`src/logic/lc3b_types_pkg.sv`:
```
package lc3b_types_pkg;

    typedef logic [15:0] lc3b_word;

    // Bit 2 is n, bit 1 is z, bit 0 is p, as in ir[11:9]
    typedef logic [2:0] lc3b_cc;

    typedef enum logic [3:0] {
        op_br   = 4'b0000,
        op_add  = 4'b0001,
        op_ldb  = 4'b0010,
        op_stb  = 4'b0011,
        op_jsr  = 4'b0100,
        op_and  = 4'b0101,
        op_ldr  = 4'b0110,
        op_str  = 4'b0111,
        op_rti  = 4'b1000,
        op_not  = 4'b1001,
        op_ldi  = 4'b1010,
        op_sti  = 4'b1011,
        op_jmp  = 4'b1100,
        op_shf  = 4'b1101,
        op_lea  = 4'b1110,
        op_trap = 4'b1111
    } lc3b_opcode;

    typedef struct packed {
        logic [1:0] cc_gen_mux_sel;           // 0 PCN, 1 ALU, 2 MDR, 3 SR2
        logic       cc_load;
        logic       data_memory_access;
        logic       data_memory_write_enable;
        logic       data_memory_word_align;   // Low means byte access
        logic [1:0] regfile_data_mux_sel;     // 0 PC, 1 PCN, 2 unused, 3 ALU
    } lc3b_control_word;

    // Counter index follows field order, i_cache_hit is counter 0
    typedef struct packed {
        logic i_cache_hit;
        logic d_cache_hit;
        logic l2_cache_hit;
        logic i_cache_miss;
        logic d_cache_miss;
        logic l2_cache_miss;
        logic if_stall;
        logic id_stall;
        logic ex_stall;
        logic mem_stall;
        logic wb_stall;
    } lc3b_debug_events;

    typedef enum logic [1:0] {
        addr_trapvect = 2'd0,
        addr_alu      = 2'd1,
        addr_mdr      = 2'd2
    } lc3b_addr_sel;

endpackage

```
`src/logic/wb_bus_pkg.sv`:
```
package wb_bus_pkg;

    localparam int wb_line_bytes = 16;
    localparam int wb_line_bits  = wb_line_bytes * 8;

    // 16-bit byte address minus the 4 offset bits
    localparam int wb_adr_bits = 12;

    typedef struct packed {
        logic                     cyc;
        logic                     stb;
        logic                     we;
        logic [wb_adr_bits-1:0]   adr;   // Line address
        logic [wb_line_bytes-1:0] sel;   // One bit per byte lane
        logic [wb_line_bits-1:0]  dat;
    } wb_m2s;

    typedef struct packed {
        logic                    ack;
        logic [wb_line_bits-1:0] dat;
    } wb_s2m;

endpackage

```
`src/logic/mem_access_controller.sv`:
```
`timescale 1ns/1ps

module mem_access_controller (
    input  logic                              clk,
    input  logic                              rst_n,
    input  logic                              stall,
    input  lc3b_types_pkg::lc3b_control_word  control_in,
    input  lc3b_types_pkg::lc3b_word          ir_in,
    input  logic                              ack,
    output lc3b_types_pkg::lc3b_addr_sel      addr_sel,
    output logic                              write_enable,
    output logic                              mdr_load,
    output logic                              request_stall
);

    lc3b_types_pkg::lc3b_opcode opcode;
    logic                       indirect;
    logic                       phase_two;
    logic                       final_ack;

    assign opcode   = lc3b_types_pkg::lc3b_opcode'(ir_in[15:12]);
    assign indirect = control_in.data_memory_access &&
                      (opcode == lc3b_types_pkg::op_ldi || opcode == lc3b_types_pkg::op_sti);

    always_comb begin
        addr_sel     = lc3b_types_pkg::addr_alu;
        write_enable = control_in.data_memory_write_enable;
        mdr_load     = 1'b0;
        if (opcode == lc3b_types_pkg::op_trap) begin
            addr_sel = lc3b_types_pkg::addr_trapvect;
        end
        if (indirect) begin
            if (phase_two) begin
                addr_sel = lc3b_types_pkg::addr_mdr;   // Follow the pointer
            end else begin
                write_enable = 1'b0;                   // Pointer fetch is always a read
                mdr_load     = ack;
            end
        end
    end

    // Single accesses finish on their ack, indirect ones on the second
    assign final_ack     = ack && (!indirect || phase_two);
    assign request_stall = control_in.data_memory_access && !final_ack;

    always_ff @(posedge clk) begin
        if (!rst_n) begin
            phase_two <= 1'b0;
        end else if (!stall && indirect && ack) begin
            phase_two <= !phase_two;
        end
    end

endmodule

```
`src/logic/performance_counters.sv`:
```
`timescale 1ns/1ps

module performance_counters #(
    parameter lc3b_types_pkg::lc3b_word counter_base = 16'hFFE0
) (
    input  logic                              clk,
    input  logic                              rst_n,
    input  logic                              access,
    input  logic                              write_enable,
    input  lc3b_types_pkg::lc3b_word          address,
    input  lc3b_types_pkg::lc3b_debug_events  debug_events,
    output logic                              access_cancel,
    output lc3b_types_pkg::lc3b_word          count_out
);

    localparam int num_counters = 11;

    lc3b_types_pkg::lc3b_word counts [num_counters];
    lc3b_types_pkg::lc3b_word offset;
    logic [14:0]              index;
    logic                     in_window;
    logic                     index_valid;
    logic [num_counters-1:0]  events;

    // Index 0 is the instruction cache hit, index 10 the WB stall
    assign events = {
        debug_events.wb_stall,
        debug_events.mem_stall,
        debug_events.ex_stall,
        debug_events.id_stall,
        debug_events.if_stall,
        debug_events.l2_cache_miss,
        debug_events.d_cache_miss,
        debug_events.i_cache_miss,
        debug_events.l2_cache_hit,
        debug_events.d_cache_hit,
        debug_events.i_cache_hit
    };

    assign offset      = address - counter_base;
    assign index       = offset[15:1];                 // Word index into the window
    assign in_window   = (address >= counter_base);
    assign index_valid = in_window && (index < 15'(num_counters));

    assign access_cancel = access && in_window;

    always_comb begin
        count_out = '0;
        if (index_valid) begin
            count_out = counts[index[3:0]];
        end
    end

    always_ff @(posedge clk) begin
        if (!rst_n) begin
            for (int i = 0; i < num_counters; i++) begin
                counts[i] <= '0;
            end
        end else begin
            for (int i = 0; i < num_counters; i++) begin
                if (access_cancel && write_enable && index_valid && index[3:0] == 4'(i)) begin
                    counts[i] <= '0;                   // Clear wins over this cycle's event
                end else if (events[i] && counts[i] != 16'hFFFF) begin
                    counts[i] <= counts[i] + 16'd1;
                end
            end
        end
    end

endmodule

```
`src/logic/stage_mem.sv`:
```
`timescale 1ns/1ps

module stage_mem #(
    parameter lc3b_types_pkg::lc3b_word counter_base = 16'hFFE0
) (
    input  logic                              clk,
    input  logic                              rst_n,
    input  logic                              stall,
    input  lc3b_types_pkg::lc3b_control_word  control_in,
    input  lc3b_types_pkg::lc3b_word          ir_in,
    input  lc3b_types_pkg::lc3b_word          alu_in,
    input  lc3b_types_pkg::lc3b_word          pc_in,
    input  lc3b_types_pkg::lc3b_word          pcn_in,
    input  lc3b_types_pkg::lc3b_word          sr2_in,
    input  lc3b_types_pkg::lc3b_debug_events  debug_events,
    output lc3b_types_pkg::lc3b_word          mdr_out,
    output lc3b_types_pkg::lc3b_word          regfile_data_out,
    output logic                              br_en_out,
    output logic                              request_stall,
    output wb_bus_pkg::wb_m2s                 bus_req,
    input  wb_bus_pkg::wb_s2m                 bus_rsp
);

    lc3b_types_pkg::lc3b_addr_sel addr_sel;
    lc3b_types_pkg::lc3b_word     address;
    lc3b_types_pkg::lc3b_word     trapvect;
    lc3b_types_pkg::lc3b_word     internal_mdr;
    lc3b_types_pkg::lc3b_word     count_out;
    lc3b_types_pkg::lc3b_word     cc_src;
    lc3b_types_pkg::lc3b_cc       cc_gen;
    lc3b_types_pkg::lc3b_cc       cc;
    logic                         write_enable;
    logic                         mdr_load;
    logic                         access_cancel;
    logic                         access_done;

    assign trapvect = {7'b0, ir_in[7:0], 1'b0};

    // Counter accesses complete at once, with no bus cycle
    assign access_done = bus_rsp.ack || access_cancel;

    mem_access_controller u_controller (
        .clk           (clk),
        .rst_n         (rst_n),
        .stall         (stall),
        .control_in    (control_in),
        .ir_in         (ir_in),
        .ack           (access_done),
        .addr_sel      (addr_sel),
        .write_enable  (write_enable),
        .mdr_load      (mdr_load),
        .request_stall (request_stall)
    );

    always_comb begin
        case (addr_sel)
            lc3b_types_pkg::addr_trapvect: address = trapvect;
            lc3b_types_pkg::addr_mdr:      address = internal_mdr;
            default:                       address = alu_in;
        endcase
    end

    performance_counters #(
        .counter_base (counter_base)
    ) u_counters (
        .clk           (clk),
        .rst_n         (rst_n),
        .access        (control_in.data_memory_access),
        .write_enable  (write_enable),
        .address       (address),
        .debug_events  (debug_events),
        .access_cancel (access_cancel),
        .count_out     (count_out)
    );

    always_comb begin
        bus_req     = '0;
        bus_req.cyc = control_in.data_memory_access && !access_cancel;
        bus_req.stb = control_in.data_memory_access && !access_cancel;
        bus_req.we  = write_enable;
        bus_req.adr = address[15:4];
        if (control_in.data_memory_word_align) begin
            bus_req.sel[address[3:1]*2 +: 2]  = 2'b11;
            bus_req.dat[address[3:1]*16 +: 16] = sr2_in;
        end else begin
            bus_req.sel[address[3:1]*2 +: 2]  = address[0] ? 2'b10 : 2'b01;
            bus_req.dat[address[3:1]*16 +: 16] = {sr2_in[7:0], sr2_in[7:0]};  // Same byte in both halves
        end
    end

    always_comb begin
        if (access_cancel) begin
            mdr_out = count_out;
        end else if (control_in.data_memory_word_align) begin
            mdr_out = bus_rsp.dat[address[3:1]*16 +: 16];
        end else begin
            mdr_out = {8'b0, bus_rsp.dat[address[3:0]*8 +: 8]};
        end
    end

    always_ff @(posedge clk) begin
        if (mdr_load && !stall) begin
            internal_mdr <= mdr_out;                   // Pointer for LDI and STI
        end
    end

    always_comb begin
        case (control_in.cc_gen_mux_sel)
            2'd0:    cc_src = pcn_in;
            2'd1:    cc_src = alu_in;
            2'd2:    cc_src = mdr_out;
            default: cc_src = sr2_in;
        endcase
    end

    always_comb begin
        if (cc_src[15]) begin
            cc_gen = 3'b100;
        end else if (cc_src == '0) begin
            cc_gen = 3'b010;
        end else begin
            cc_gen = 3'b001;
        end
    end

    always_ff @(posedge clk) begin
        if (!rst_n) begin
            cc <= '0;
        end else if (control_in.cc_load && !stall) begin
            cc <= cc_gen;
        end
    end

    assign br_en_out = |(cc & ir_in[11:9]);

    // Same selection as the writeback mux, minus the MDR input
    always_comb begin
        case (control_in.regfile_data_mux_sel)
            2'd0:    regfile_data_out = pc_in;
            2'd1:    regfile_data_out = pcn_in;
            2'd3:    regfile_data_out = alu_in;
            default: regfile_data_out = '0;
        endcase
    end

endmodule

```
`config.mk`:
```
export PLATFORM = sky130hd
export DESIGN_NAME = stage_mem
export DESIGN_NICKNAME = d
export VERILOG_FILES = /design/src/logic/lc3b_types_pkg.sv /design/src/logic/wb_bus_pkg.sv /design/src/logic/mem_access_controller.sv /design/src/logic/performance_counters.sv /design/src/logic/stage_mem.sv
export SDC_FILE = /design/constraint.sdc
export NUM_CORES = 1
export LEC_CHECK = 0
export ABC_CLOCK_PERIOD_IN_PS = 8600
export BUFFER_PORTS_ARGS = -buffer_cell sky130_fd_sc_hd__clkbuf_2
export CAP_MARGIN = 15
export CORE_ASPECT_RATIO = 1.75
export CORE_MARGIN = 3
export CORE_UTILIZATION = 54
export DETAILED_ROUTE_END_ITERATION = 8
export GPL_TIMING_DRIVEN = 0
export PLACE_DENSITY = 0.82
export SLEW_MARGIN = 10
export SYNTH_ARGS = -nofsm -noshare
export SYNTH_HDL_FRONTEND = slang
export SYNTH_HIERARCHICAL = 1
export SYNTH_SLANG_ARGS = --single-unit
```
`constraint.sdc`:
```
create_clock -name clk -period 8.6 [get_ports clk]
set_clock_uncertainty 0.1 [all_clocks]
set_input_delay 0.43 -clock clk [delete_from_list [all_inputs] [get_ports clk]]
set_output_delay 0.43 -clock clk [all_outputs]
set_load 0.005 [all_outputs]
```
==> impl_metrics.csv <==
group,metric,value,unit
cts,htreeDepth,4,
timing,rsz0062_at_grt,"no",
synth,synth_flop_cell,"edfxtp_1",
run_status,outcome,"complete, no violations",
critical_path,path_max_fanout,12,
power,irDropWorstVdd,165,uV
route,first_iter_violations,1830,
synth,netlist.area_leader.share,37.0,%
route,remaining_drc_errors,0,
critical_path,worstSetupPathType,"flip-flop to primary output",
die,floorplan.die_area,31000,um^2
place,port_buffers,421,
synth,synth.top_cells.by_area,"edfxtp_1, nor2_1, mux4_2",
global_routing,globalRouteTotalUtil,42.1,%
power,power_leakage,7.81,nW
critical_path,timing.rr.end,"cc[0]$_SDFFE_PN0P_",
place,hpwlAfterDp,55200,um
cts,clock_latency,0.46,ns
timing,min_period,7.01,ns
route,detailed_route_wire_length,67100,um
cts,clk_root_buffer_cell,"clkbuf_16",
timing,setup_tns,0,ns
die,ioPinCount,424,
route,antenna_violating_nets_post_route,0,
cts,cts_inserted_buffers,17,
global_routing,grt_max_degree,21,
finish,drive_above_1_share,29.8,%
critical_path,timing.reg2reg.worst_path_depth,18,
die,fp.dieW,134,um
cts,tritoncts,"done",
critical_path,critPathRequiredTime,8.07,ns
worst_hold_path,worstHoldPathType,"primary input to flip-flop",
route,first_pass_iters,6,
global_routing,globalRouteOverflowTotal,0,
route,vias,16000,
synth,ys.warnings.count,6,
synth,synth_area_per_cell,9.37,um^2
cts,clk_pin_slew_worst_paths,0.07,ns
finish,layout_common_cells,"clkbuf_2, nor2_1, edfxtp_1, nand2_1, xnor2_1",
timing,fin_crit_sh,81.5,%
die,floorplan.die.height,231,um
global_routing,grtUsageMet1,46.5,%
route,detail_route.vias_per_cell,6.37,
synth,synth.lib_cells_used.distinct,82,
route,routed_wire_length_per_instance,26.8,um
place,gp_congestion,1.03,
critical_path,critical_path.reg2reg.startpoint,"u_controller/phase_two$_SDFFE_PN0P_",
global_routing,grtUsageMet3,11.3,%
critical_path,critPathCaptureType,"primary output",
global_routing,antenna_found_initial,9,
critical_path,crit_end,"mdr_out[6]",
global_routing,gr-usage-met2,71.4,%
finish,design_area,18900,um^2
synth,synth_edf_count,192,
run,max_cap_viol_count,0,
power,share_of_total_power_in_sequential_cells,45.2,%
synth,synth_top_area_cell,"edfxtp_1",
timing,slew_violations,0,
die,row_count,81,
power,power.combinational.fraction,23.5,%
cts,post_cts_buffers,0,
global_routing,grt_pass1_wl,96800,um
timing,timing.max_slew.rel_slack,22.1,%
global_routing,number_of_global_route_vias_before_repair,15500,
timing,max_freq,143,MHz
cts,cts_resized,0,
finish,layout_commonest_cell,"clkbuf_2",
synth,synth_cells,1664,
timing,worstMarginPinSlew,1.14,ns
power,net_switching,864,uW
cts,clkSinkCount,196,
timing,timing.final.hold_violations,0,
critical_path,critPathLaunch,"u_controller/phase_two$_SDFFE_PN0P_",
power,p_clk_share,31.3,%
cts,clock_path_buffers,2,
finish,total_of_fill_cells_in_the_finished_design,2335,
place,dpl-instance-area,18300,um^2
global_routing,grt-busiest-layer,"met2",
power,powerDensity,140,nW/um^2
finish,area_growth,21.4,%
finish,final_net_count,2368,
power,sw_ratio,32.7,%
cts,cts_hold_buf,0,
synth,syn_area,15600,um^2
critical_path,timing.reg2reg.setup_slack,1.70,ns
power,total_power,2.64,mW
timing,hold_slack,0.246,ns
synth,synth-async-reset-ratio,0,%
synth,ys_seq_elements,196,
die,start_util,55.4,%
timing,final-setup-viol-count,0,
power,internal_power,1.78,mW
die,core_area,28200,um^2
critical_path,cp.arrival,6.48,ns
synth,synth.net_count,1911,
synth,share_of_the_yosys_chip_area_belonging_to_registers,37.5,%
critical_path,crit_path_start_kind,"flip-flop",
==> power by group through the flow <==
stage / sequential (mW) / combinational, mW / clock (mW)
CTS: 1.19 / 0.599 / 0.830
global placement: 1.21 / 0.583 / 0
global route: 1.20 / 0.649 / 0.860
detailed placement: 1.21 / 0.596 / 0
finish: 1.19 / 0.621 / 0.828
floorplan: 1.18 / 0.335 / 0
==> Yosys cell counts, types with 32 or more instances <==
master and instances:
a211oi_1 51, nor3_1 33, and3_1 37, clkbuf_1 42
nor2_1 322, nand4_1 37, xor2_1 75, nand3_1 78
edfxtp_1 192, and2_1 67, nand2_1 146, xnor2_1 80
mux2i_1 65, mux4_2 47, mux2_2 32
==> stage by stage <==
step | utilization, % | worst slack (ns) | cells
floorplan | - | 3.24 | 1664
global placement | 64.5 | 1.61 | 2458
detailed placement | 65.0 | 1.53 | 2474
CTS | 67.2 | 1.87 | 2506
global route | 67.2 | 1.52 | 2508
finish | 67.2 | 1.59 | 2508
==> sequential cells by signal, indices dropped and copies added (netlist names) <==
| name | cells |
|---|---|
| internal_mdr | 16 |
| u_counters/counts | 176 |
| cc | 3 |
| u_controller/phase_two | 1 |
==> kinds of logic after synthesis <==
family | Yosys count | synth area share [%]
flip-flops | 196 | 37.5
buffers and inverters | 127 | 4.12
adder cells (fa/ha/maj) | 16 | 1.28
AO/OA/AOI/OAI | 183 | 8.59
AND/OR/NAND/NOR | 839 | 26.2
XOR/XNOR | 155 | 8.70
multiplexers | 148 | 13.6
==> per-layer routing <==
layer,part of all wire [%],vias to the layer above
met5,0.13,-
met4,7.6,16
met3,10,258
met2,49,1101
met1,33,7598
li1,-,6997
==> worst max-delay path, stage by stage (launching register included) <==
cell      delay, ns
dfxtp_1        0.38
nand2_1        0.06
o21ai_0        0.16
nand3_1        0.26
buf_2          0.29
o21ai_1        0.50
buf_2          0.37
buf_2          0.34
buf_1          0.65
clkbuf_1       0.47
clkbuf_1       0.44
clkbuf_1       0.44
a211oi_1       0.20
a211oi_1       0.29
nor2_1         0.09
a211oi_1       0.80
clkbuf_2       0.25
==> worst min-delay path by stage <==
stage / from / end / slack, ns / cells past startpoint
after floorplan: u_controller/phase_two$_SDFFE_PN0P_ / u_controller/phase_two$_SDFFE_PN0P_ / 0.37 / 2
after global placement: u_controller/phase_two$_SDFFE_PN0P_ / u_controller/phase_two$_SDFFE_PN0P_ / 0.39 / 2
after detailed placement: cc[2]$_SDFFE_PN0P_ / cc[2]$_SDFFE_PN0P_ / 0.39 / 1
after CTS: rst_n / cc[2]$_SDFFE_PN0P_ / 0.25 / 2
after global routing: stall / u_controller/phase_two$_SDFFE_PN0P_ / 0.27 / 3
final: rst_n / cc[2]$_SDFFE_PN0P_ / 0.25 / 2
==> area by class of cell <==
| cell class | instances | area (um^2) | area share (%) |
|---|---|---|---|
| clock buffers | 18 | 429 | 2.27 |
| inverters | 32 | 123 | 0.647 |
| plain buffers | 95 | 519 | 2.74 |
| flip-flops and latches | 196 | 5850 | 30.9 |
| repair buffers | 438 | 2250 | 11.9 |
| well taps | 373 | 467 | 2.46 |
| multi-input cells | 1341 | 9120 | 48.2 |
| diodes | 1 | 2.50 | 0.0132 |
| clock inverters | 14 | 179 | 0.945 |
(Power assumes the default switching activity.)
